`src/verilog/rfq_pkg.sv`:
```
`default_nettype none

package rfq_pkg;

    // ------------------------------
    // Sizes and timing
    // ------------------------------

    // Number of queue entries, also the upstream credit count after reset
    localparam int QUEUE_DEPTH  = 16;
    // Credits downstream grants the queue after reset
    localparam int OUT_CREDITS  = 4;
    // Cycles the array takes to acknowledge a power enable change
    localparam int PG_ACK_DELAY = 4;

    // Register map
    localparam logic [0:0] REG_CTRL   = 1'b0;
    localparam logic [0:0] REG_STATUS = 1'b1;

    // ------------------------------
    // Types
    // ------------------------------

    typedef logic [29:0] entry_t;
    typedef logic [3:0]  rf_addr_t;
    // Occupancy must reach 16 so it needs one bit more than the address
    typedef logic [4:0]  occ_t;
    typedef logic [2:0]  out_credit_t;
    typedef logic [0:0]  reg_addr_t;
    typedef logic [15:0] reg_data_t;

    // Power sequencing states, the code is visible in the status register
    typedef enum logic [2:0] {
        PG_AWAKE      = 3'd0,
        PG_ISOLATE    = 3'd1,
        PG_POWER_DOWN = 3'd2,
        PG_SLEEP      = 3'd3,
        PG_POWER_UP   = 3'd4,
        PG_DEISOLATE  = 3'd5
    } pg_state_e;

    // Word from upstream
    typedef struct packed {
        logic   valid;
        entry_t data;
    } q_in_t;

    // Word to downstream
    typedef struct packed {
        logic   valid;
        entry_t data;
    } q_out_t;

    // Software controls for the power controller
    typedef struct packed {
        logic sleep_req;
    } pg_cfg_t;

    // Power controls for the register file
    typedef struct packed {
        logic isol_en;
        logic pwr_enable_b;
    } pg_pwr_t;

endpackage

`default_nettype wire

```
`src/verilog/rf_pg_16x30.sv`:
```
`timescale 1ns/1ps
`default_nettype none

module rf_pg_16x30 (
     input  logic              clk
    ,input  logic              rst_n

    // Scan reset bypass
    ,input  logic              fscan_rstbypen
    ,input  logic              fscan_byprst_b

    // Write port
    ,input  logic              we
    ,input  rfq_pkg::rf_addr_t waddr
    ,input  rfq_pkg::entry_t   wdata

    // Read port
    ,input  logic              re
    ,input  rfq_pkg::rf_addr_t raddr
    ,output rfq_pkg::entry_t   rdata

    // Power interface
    ,input  rfq_pkg::pg_pwr_t  pwr
    ,output logic              pwr_enable_b_out
);

    logic [1:0] rst_sync;
    logic array_rst_n;
    logic [rfq_pkg::PG_ACK_DELAY-1:0] ack_sr;
    logic access_ok;
    rfq_pkg::entry_t mem [rfq_pkg::QUEUE_DEPTH];
    logic [rfq_pkg::QUEUE_DEPTH-1:0] entry_vld;
    rfq_pkg::entry_t rdata_q;

    // ------------------------------
    // Array reset
    // ------------------------------

    // Two flop synchronizer for the array reset
    // Release is delayed by two clocks after rst_n goes high
    always_ff @(posedge clk) begin
        if (!rst_n) begin
            rst_sync <= 2'b00;
        end else begin
            rst_sync <= {rst_sync[0], 1'b1};
        end
    end

    // In scan mode the reset comes straight from the bypass pin
    assign array_rst_n = fscan_rstbypen ? fscan_byprst_b : rst_sync[1];

    // ------------------------------
    // Power acknowledge
    // ------------------------------

    // The power switch chain is modelled as a shift of the enable
    // The acknowledge follows each change of pwr_enable_b after PG_ACK_DELAY clocks
    always_ff @(posedge clk) begin
        if (!array_rst_n) begin
            ack_sr <= '0;
        end else begin
            ack_sr <= {ack_sr[rfq_pkg::PG_ACK_DELAY-2:0], pwr.pwr_enable_b};
        end
    end

    assign pwr_enable_b_out = ack_sr[rfq_pkg::PG_ACK_DELAY-1];

    // The array only responds when out of reset, not isolated and fully powered
    // A pending acknowledge means the rail has not settled yet
    assign access_ok = array_rst_n && !pwr.isol_en && !pwr.pwr_enable_b &&
                       !ack_sr[rfq_pkg::PG_ACK_DELAY-1];

    // ------------------------------
    // Storage
    // ------------------------------

    always_ff @(posedge clk) begin
        if (we && access_ok) begin
            mem[waddr] <= wdata;
        end
    end

    // Per entry valid bits stand for retained contents
    // Everything is lost once the rail is switched off
    always_ff @(posedge clk) begin
        if (!array_rst_n || pwr.pwr_enable_b) begin
            entry_vld <= '0;
        end else if (we && access_ok) begin
            entry_vld[waddr] <= 1'b1;
        end
    end

    // Registered read, data appears the clock after re is sampled
    // An entry that was never written since power-up reads as zero
    always_ff @(posedge clk) begin
        if (re && access_ok) begin
            rdata_q <= entry_vld[raddr] ? mem[raddr] : '0;
        end
    end

    assign rdata = rdata_q;

endmodule

`default_nettype wire

```
`src/verilog/pg_regs.sv`:
```
`timescale 1ns/1ps
`default_nettype none

module pg_regs (
     input  logic               clk
    ,input  logic               rst_n

    // Software register port
    ,input  logic               reg_wr
    ,input  rfq_pkg::reg_addr_t reg_addr
    ,input  rfq_pkg::reg_data_t reg_wdata
    ,output rfq_pkg::reg_data_t reg_rdata

    // To the power controller
    ,output rfq_pkg::pg_cfg_t   cfg

    // Status sources
    ,input  rfq_pkg::pg_state_e state
    ,input  rfq_pkg::occ_t      occupancy
    ,input  logic               drop
);

    logic sleep_req_q;
    logic drop_err_q;
    rfq_pkg::reg_data_t status_word;

    // Sleep request lives in bit 0 of the control register
    always_ff @(posedge clk) begin
        if (!rst_n) begin
            sleep_req_q <= 1'b0;
        end else if (reg_wr && (reg_addr == rfq_pkg::REG_CTRL)) begin
            sleep_req_q <= reg_wdata[0];
        end
    end

    // Sticky drop error
    // A new drop wins over a clear in the same cycle so no event gets lost
    always_ff @(posedge clk) begin
        if (!rst_n) begin
            drop_err_q <= 1'b0;
        end else if (drop) begin
            drop_err_q <= 1'b1;
        end else if (reg_wr && (reg_addr == rfq_pkg::REG_STATUS) && reg_wdata[8]) begin
            drop_err_q <= 1'b0;
        end
    end

    // Status layout is drop_err in bit 8, state in 7..5, occupancy in 4..0
    assign status_word = {7'b0, drop_err_q, state, occupancy};

    // Read data is combinational on the address
    always_comb begin
        case (reg_addr)
            rfq_pkg::REG_STATUS: reg_rdata = status_word;
            default:             reg_rdata = {15'b0, sleep_req_q};
        endcase
    end

    assign cfg.sleep_req = sleep_req_q;

endmodule

`default_nettype wire

```
`src/verilog/pg_ctrl.sv`:
```
`timescale 1ns/1ps
`default_nettype none

module pg_ctrl (
     input  logic               clk
    ,input  logic               rst_n

    // Sleep request from software
    ,input  rfq_pkg::pg_cfg_t   cfg
    // Queue holds no data and nothing is on its way
    ,input  logic               empty

    // Power handshake with the register file
    ,input  logic               pwr_ack
    ,output rfq_pkg::pg_pwr_t   pwr

    // Status
    ,output rfq_pkg::pg_state_e state
    ,output logic               awake
);

    rfq_pkg::pg_state_e state_q;
    rfq_pkg::pg_state_e state_d;

    // ------------------------------
    // Sequencing FSM
    // ------------------------------

    // Power down goes isolate first, then switch off and wait for the ack
    // Power up is the mirror image with isolation removed last
    always_comb begin
        state_d = state_q;
        case (state_q)
            rfq_pkg::PG_AWAKE: begin
                // The array loses its contents, so only sleep when empty
                if (cfg.sleep_req && empty) begin
                    state_d = rfq_pkg::PG_ISOLATE;
                end
            end
            rfq_pkg::PG_ISOLATE: begin
                // Clamps are on for one cycle before the rail is switched
                state_d = rfq_pkg::PG_POWER_DOWN;
            end
            rfq_pkg::PG_POWER_DOWN: begin
                if (pwr_ack) begin
                    state_d = rfq_pkg::PG_SLEEP;
                end
            end
            rfq_pkg::PG_SLEEP: begin
                if (!cfg.sleep_req) begin
                    state_d = rfq_pkg::PG_POWER_UP;
                end
            end
            rfq_pkg::PG_POWER_UP: begin
                // Wait until the rail reports it is back on
                if (!pwr_ack) begin
                    state_d = rfq_pkg::PG_DEISOLATE;
                end
            end
            rfq_pkg::PG_DEISOLATE: begin
                state_d = rfq_pkg::PG_AWAKE;
            end
            default: begin
                state_d = rfq_pkg::PG_AWAKE;
            end
        endcase
    end

    always_ff @(posedge clk) begin
        if (!rst_n) begin
            state_q <= rfq_pkg::PG_AWAKE;
        end else begin
            state_q <= state_d;
        end
    end

    // ------------------------------
    // Outputs
    // ------------------------------

    // All outputs decode from the state flop so they change only on an edge
    // Isolation covers every state that is not fully awake
    assign pwr.isol_en = (state_q != rfq_pkg::PG_AWAKE);

    // The rail is off from POWER_DOWN until software asks to wake up
    assign pwr.pwr_enable_b = (state_q == rfq_pkg::PG_POWER_DOWN) ||
                              (state_q == rfq_pkg::PG_SLEEP);

    assign awake = (state_q == rfq_pkg::PG_AWAKE);
    assign state = state_q;

endmodule

`default_nettype wire

```
`src/verilog/credit_queue.sv`:
```
`timescale 1ns/1ps
`default_nettype none

module credit_queue (
     input  logic              clk
    ,input  logic              rst_n

    // Upstream credit interface
    ,input  rfq_pkg::q_in_t    in
    ,output logic              in_credit

    // Downstream credit interface
    ,output rfq_pkg::q_out_t   out
    ,input  logic              out_credit

    // Array may be accessed
    ,input  logic              awake

    // Register file ports
    ,output logic              we
    ,output rfq_pkg::rf_addr_t waddr
    ,output rfq_pkg::entry_t   wdata
    ,output logic              re
    ,output rfq_pkg::rf_addr_t raddr
    ,input  rfq_pkg::entry_t   rdata

    // Status
    ,output logic              empty
    ,output rfq_pkg::occ_t     occupancy
    ,output logic              drop
);

    rfq_pkg::rf_addr_t wr_ptr;
    rfq_pkg::rf_addr_t rd_ptr;
    rfq_pkg::occ_t occ_q;
    rfq_pkg::out_credit_t out_credit_cnt;
    logic out_valid_q;
    logic wr_go;
    logic rd_go;

    // ------------------------------
    // Write side
    // ------------------------------

    // Upstream spends a credit per word, so an accepted word always fits
    // While the array is not awake the word has nowhere to go and is dropped
    assign wr_go = in.valid && awake;
    assign drop  = in.valid && !awake;

    always_ff @(posedge clk) begin
        if (!rst_n) begin
            wr_ptr <= '0;
        end else if (wr_go) begin
            wr_ptr <= wr_ptr + 4'd1;
        end
    end

    // ------------------------------
    // Read side
    // ------------------------------

    // A read may only start if a credit is left after the word in flight
    // This keeps out.valid covered by a credit and allows back to back reads
    assign rd_go = awake && (occ_q != '0) && (out_credit_cnt > {2'b00, out_valid_q});

    always_ff @(posedge clk) begin
        if (!rst_n) begin
            rd_ptr <= '0;
        end else if (rd_go) begin
            rd_ptr <= rd_ptr + 4'd1;
        end
    end

    // Occupancy counts words written but not yet read from the array
    always_ff @(posedge clk) begin
        if (!rst_n) begin
            occ_q <= '0;
        end else begin
            occ_q <= occ_q + rfq_pkg::occ_t'(wr_go) - rfq_pkg::occ_t'(rd_go);
        end
    end

    // Credit is spent when the word leaves and returned by out_credit
    // The count never goes past OUT_CREDITS since downstream only returns what it got
    always_ff @(posedge clk) begin
        if (!rst_n) begin
            out_credit_cnt <= rfq_pkg::out_credit_t'(rfq_pkg::OUT_CREDITS);
        end else begin
            out_credit_cnt <= out_credit_cnt - rfq_pkg::out_credit_t'(out_valid_q)
                            + rfq_pkg::out_credit_t'(out_credit);
        end
    end

    // Valid follows the registered read data of the array by one stage
    always_ff @(posedge clk) begin
        if (!rst_n) begin
            out_valid_q <= 1'b0;
        end else begin
            out_valid_q <= rd_go;
        end
    end

    // ------------------------------
    // Outputs
    // ------------------------------

    assign we    = wr_go;
    assign waddr = wr_ptr;
    assign wdata = in.data;
    assign re    = rd_go;
    assign raddr = rd_ptr;

    assign out.valid = out_valid_q;
    assign out.data  = rdata;

    // The entry slot frees up when its word comes out of the array
    assign in_credit = out_valid_q;

    // Empty also excludes a word in flight and one arriving right now
    // so power down can never catch data on its way
    assign empty     = (occ_q == '0) && !out_valid_q && !in.valid;
    assign occupancy = occ_q;

endmodule

`default_nettype wire

```
`src/verilog/rfq_top.sv`:
```
`timescale 1ns/1ps
`default_nettype none

module rfq_top (
     input  logic               clk
    ,input  logic               rst_n

    // Scan reset bypass
    ,input  logic               fscan_rstbypen
    ,input  logic               fscan_byprst_b

    // Upstream
    ,input  rfq_pkg::q_in_t     in
    ,output logic               in_credit

    // Downstream
    ,output rfq_pkg::q_out_t    out
    ,input  logic               out_credit

    // Register port
    ,input  logic               reg_wr
    ,input  rfq_pkg::reg_addr_t reg_addr
    ,input  rfq_pkg::reg_data_t reg_wdata
    ,output rfq_pkg::reg_data_t reg_rdata
);

    // Array access
    logic              we;
    rfq_pkg::rf_addr_t waddr;
    rfq_pkg::entry_t   wdata;
    logic              re;
    rfq_pkg::rf_addr_t raddr;
    rfq_pkg::entry_t   rdata;

    // Power and status
    rfq_pkg::pg_pwr_t   pwr;
    logic               pwr_ack;
    rfq_pkg::pg_cfg_t   cfg;
    rfq_pkg::pg_state_e state;
    logic               awake;
    logic               empty;
    rfq_pkg::occ_t      occupancy;
    logic               drop;

    credit_queue i_credit_queue (
         .clk        (clk)
        ,.rst_n      (rst_n)
        ,.in         (in)
        ,.in_credit  (in_credit)
        ,.out        (out)
        ,.out_credit (out_credit)
        ,.awake      (awake)
        ,.we         (we)
        ,.waddr      (waddr)
        ,.wdata      (wdata)
        ,.re         (re)
        ,.raddr      (raddr)
        ,.rdata      (rdata)
        ,.empty      (empty)
        ,.occupancy  (occupancy)
        ,.drop       (drop)
    );

    // Both ports of the array run on the single clock
    rf_pg_16x30 i_rf (
         .clk              (clk)
        ,.rst_n            (rst_n)
        ,.fscan_rstbypen   (fscan_rstbypen)
        ,.fscan_byprst_b   (fscan_byprst_b)
        ,.we               (we)
        ,.waddr            (waddr)
        ,.wdata            (wdata)
        ,.re               (re)
        ,.raddr            (raddr)
        ,.rdata            (rdata)
        ,.pwr              (pwr)
        ,.pwr_enable_b_out (pwr_ack)
    );

    pg_ctrl i_pg_ctrl (
         .clk     (clk)
        ,.rst_n   (rst_n)
        ,.cfg     (cfg)
        ,.empty   (empty)
        ,.pwr_ack (pwr_ack)
        ,.pwr     (pwr)
        ,.state   (state)
        ,.awake   (awake)
    );

    pg_regs i_pg_regs (
         .clk       (clk)
        ,.rst_n     (rst_n)
        ,.reg_wr    (reg_wr)
        ,.reg_addr  (reg_addr)
        ,.reg_wdata (reg_wdata)
        ,.reg_rdata (reg_rdata)
        ,.cfg       (cfg)
        ,.state     (state)
        ,.occupancy (occupancy)
        ,.drop      (drop)
    );

endmodule

`default_nettype wire

```
`config.mk`:
```
export PLATFORM = sky130hd
export DESIGN_NAME = rfq_top
export DESIGN_NICKNAME = d
export VERILOG_FILES = /design/src/verilog/rfq_pkg.sv /design/src/verilog/rf_pg_16x30.sv /design/src/verilog/pg_regs.sv /design/src/verilog/pg_ctrl.sv /design/src/verilog/credit_queue.sv /design/src/verilog/rfq_top.sv
export SDC_FILE = /design/constraint.sdc
export NUM_CORES = 1
export LEC_CHECK = 0
export ABC_CLOCK_PERIOD_IN_PS = 4300
export BUFFER_PORTS_ARGS = -buffer_cell sky130_fd_sc_hd__buf_2
export CAP_MARGIN = 20
export CORE_MARGIN = 2
export CORE_UTILIZATION = 25
export DETAILED_ROUTE_END_ITERATION = 7
export PLACE_DENSITY = 0.5
export SETUP_SLACK_MARGIN = 0.3
export SYNTH_ARGS = -nofsm -noshare
export SYNTH_HDL_FRONTEND = slang
export SYNTH_SLANG_ARGS = --single-unit
```
`constraint.sdc`:
```
create_clock -name clk -period 4.3 [get_ports clk]
set_input_delay 0.86 -clock clk [delete_from_list [all_inputs] [get_ports clk]]
set_output_delay 0.86 -clock clk [all_outputs]
set_load 0.02 [all_outputs]
```
==> flow_summary.yaml <==
cts:
  clk_pin_slew_ns: 0.06
  cts_root_buffer: "clkbuf_16"
  cts_hold_buf: 0
  post_cts_resized: 0
  cts_buffer_depth: 3
  post_cts_buffers: 0
  cts_tree: "done"
  numClockSinks: 554
  htree_levels: 2
  cts_inserted_buffers: 58
  worstSkewPairLatency_ns: 0.63
die:
  rows: 106
  core_area_um2: 83600
  die-width_um: 294
  initial_utilization: 0.252
  dieArea_um2: 86700
  die_h_um: 294
  ios: 102
synth:
  ys_seq_area_frac: 0.768
  yosysWarnings: 0
  synth_area_um2: 21100
  synthArstFlopShare: 0
  synth_cells: 988
  synth_edf_count: 510
  yosysUniqueCellTypes: 47
  yosysTopAreaCell: "edfxtp_1"
  synth.top_cell.area_share: 0.726
  syn_area_per_cell_um2: 21.3
  synthTopCellsByArea: "edfxtp_1 73%, mux4_2 13%, dfxtp_1 4.2%"
  synth_flop_cell: "edfxtp_1"
  synth_seq_cells: 554
cells_and_area:
  fin_cells: 2229
  antenna_cells: 0
  layout.nets: 1178
  layout_common_cells: "510 x edfxtp_1, 124 x mux4_2, 80 x buf_2"
  nFillCells: 8098
  drive_above_1_share: 0.307
  area_growth_pct: 18.4
  layout_commonest_cell: "edfxtp_1"
power_and_ir_drop:
  clockPowerShare: 0.378
  internal_power_uw: 10100
  power_switching_share: 0.253
  power.density_nw_per_um2: 543
  seqPwrFrac: 0.456
  leakagePower_uw: 0.00784
  power.share.combinational: 0.166
  peakVddDrop_mv: 0.312
  p_total_uw: 13600
  switchingPower_uw: 3440
global_routing:
  grt_pass1_wl_um: 71600
  grt_max_degree: 45
  antenna_found_initial: 3
  grt_usage: 0.112
  gr-total-overflow: 0
  grt_pass1_vias: 10700
timing:
  slew_viol_final: 0
  final-hold-violation-count: 0
  skew_ns: 0.0234
  tns_ns: 0
  fin_crit_ns: 3.14
  setup_viol: 0
  final.period_utilization: 0.730
  timing.slew.headroom: 0.447
  worst_pin_slew_ns: 0.830
  clock.fmax_mhz: 318
  fin_hold_ws_ns: 0.422
  rsz0062_at_grt: "false"
placement:
  place_congestion: 0.676
  io_buffers: 80
  placed_cells: 2128
  dp_hpwl_um: 27100
drt:
  first_pass_iters: 6
  avgViaCountPerCell: 4.40
  drtAntennaViolNets: 0
  drt_iter0_drc: 637
  routed_wl_um: 47900
  wire_per_inst_um: 21.5
  drc: 0
  vias: 9816
critical_path:
  critPathKind: "register to register"
  r2r_cells: 11
  worstPathMaxFanout: 5
  critPathArrivalTime_ns: 3.65
  crit_required_ns: 4.81
  endpoint_kind: "register"
  r2r_slack_ns: 1.16
  critPathLaunchType: "register"
worst_hold_path:
  min_path_cells: 1
  min_path_type: "register to register"
job:
  cap_violations: 0
run_status:
  outcome: "completed"
## worst paths after layout
kind | from | endpoint
setup / recovery | i_credit_queue.in_credit | i_credit_queue.occupancy[4]
hold / removal | i_rf.ack_sr[2] | i_rf.ack_sr[3]
setup reg to reg | i_credit_queue.in_credit | i_credit_queue.occupancy[4]
hold reg to reg | i_rf.ack_sr[2] | i_rf.ack_sr[3]
## synthesized netlist by cell type, types with 3 or more instances
cell type / n
a21oi_1: 34
a22oi_1: 60
and2_1: 25
buf_2: 16
buf_4: 20
clkbuf_1: 22
dfxtp_1: 44
edfxtp_1: 510
ha_1: 14
inv_1: 14
mux2i_1: 4
mux4_2: 124
nand2_1: 4
nand4b_1: 4
nor2_1: 16
nor2b_1: 9
nor3_2: 5
nor3b_1: 3
o21a_1: 17
xnor2_1: 5
xor2_1: 5
## registers in the layout, summed over array words and instances, names as in the netlist, 2 cells and up
name,flops
i_rf.rdata,30
i_rf.entry_vld,16
i_credit_queue.raddr,4
i_pg_ctrl.state,3
i_credit_queue.occupancy,5
i_rf.mem,480
i_rf.ack_sr,4
i_credit_queue.waddr,4
i_rf.rst_sync,2
i_credit_queue.out_credit_cnt,3
## cell type report
class                           instances  area, um2  area share
Clock buffer                           68       1510      0.0604
Clock inverter                         33        430      0.0172
Inverter                               14       52.6     0.00210
Multi-Input combinational cell        365       4690       0.188
Sequential cell                       554      16200       0.649
Tap cell                             1080       1350      0.0541
Timing Repair Buffer                  115        738      0.0296
## power by group through the flow
stage                     combinational (uW)  clock, uW  sequential, uW
after global placement                  2320          0            6300
after detailed placement                2330          0            6310
after CTS                               2340       5290            6200
final                                   2250       5140            6190
after global routing                    2490       5490            6210
after floorplan                         1610          0            6350
## worst max-delay path: stages, from the launching register on
cell and delay [ns]:
dfxtp_1 0.35, ha_1 0.24, a2111o_1 0.47, nor3_2 0.36, ha_1 0.21, inv_1 0.04, ha_1 0.20, fa_1 0.43
a21oi_1 0.16, nor2_1 0.06, or3_1 0.33, and3_1 0.18
## kinds of logic after synthesis
kind of cell | synth area share
simple gates | 0.0251
buf+inv | 0.0183
compound gates | 0.0389
flops | 0.768
other cells | 0.000178
xor+xnor | 0.00415
fa+ha+maj | 0.0102
mux | 0.135
## per-layer routing
metal  up-vias  wire length, um  track usage
met1      5265            20200        0.140
li1       4318                -            -
met3        64             2150       0.0227
met4         2              864       0.0296
met2       167            24700        0.197
met5         -                9            0
## metrics by stage
| stage | area (um2) | setup WS (ns) | util |
|---|---|---|---|
| after global routing | 25000 | 1.01 | 0.299 |
| after global placement | 23000 | 1.01 | 0.276 |
| final | 25000 | 1.16 | 0.299 |
| after floorplan | 21100 | 1.02 | - |
| after detailed placement | 23000 | 1.07 | 0.276 |
| after CTS | 25000 | 1.12 | 0.299 |
Note: power is estimated with default switching activity, not from simulation.
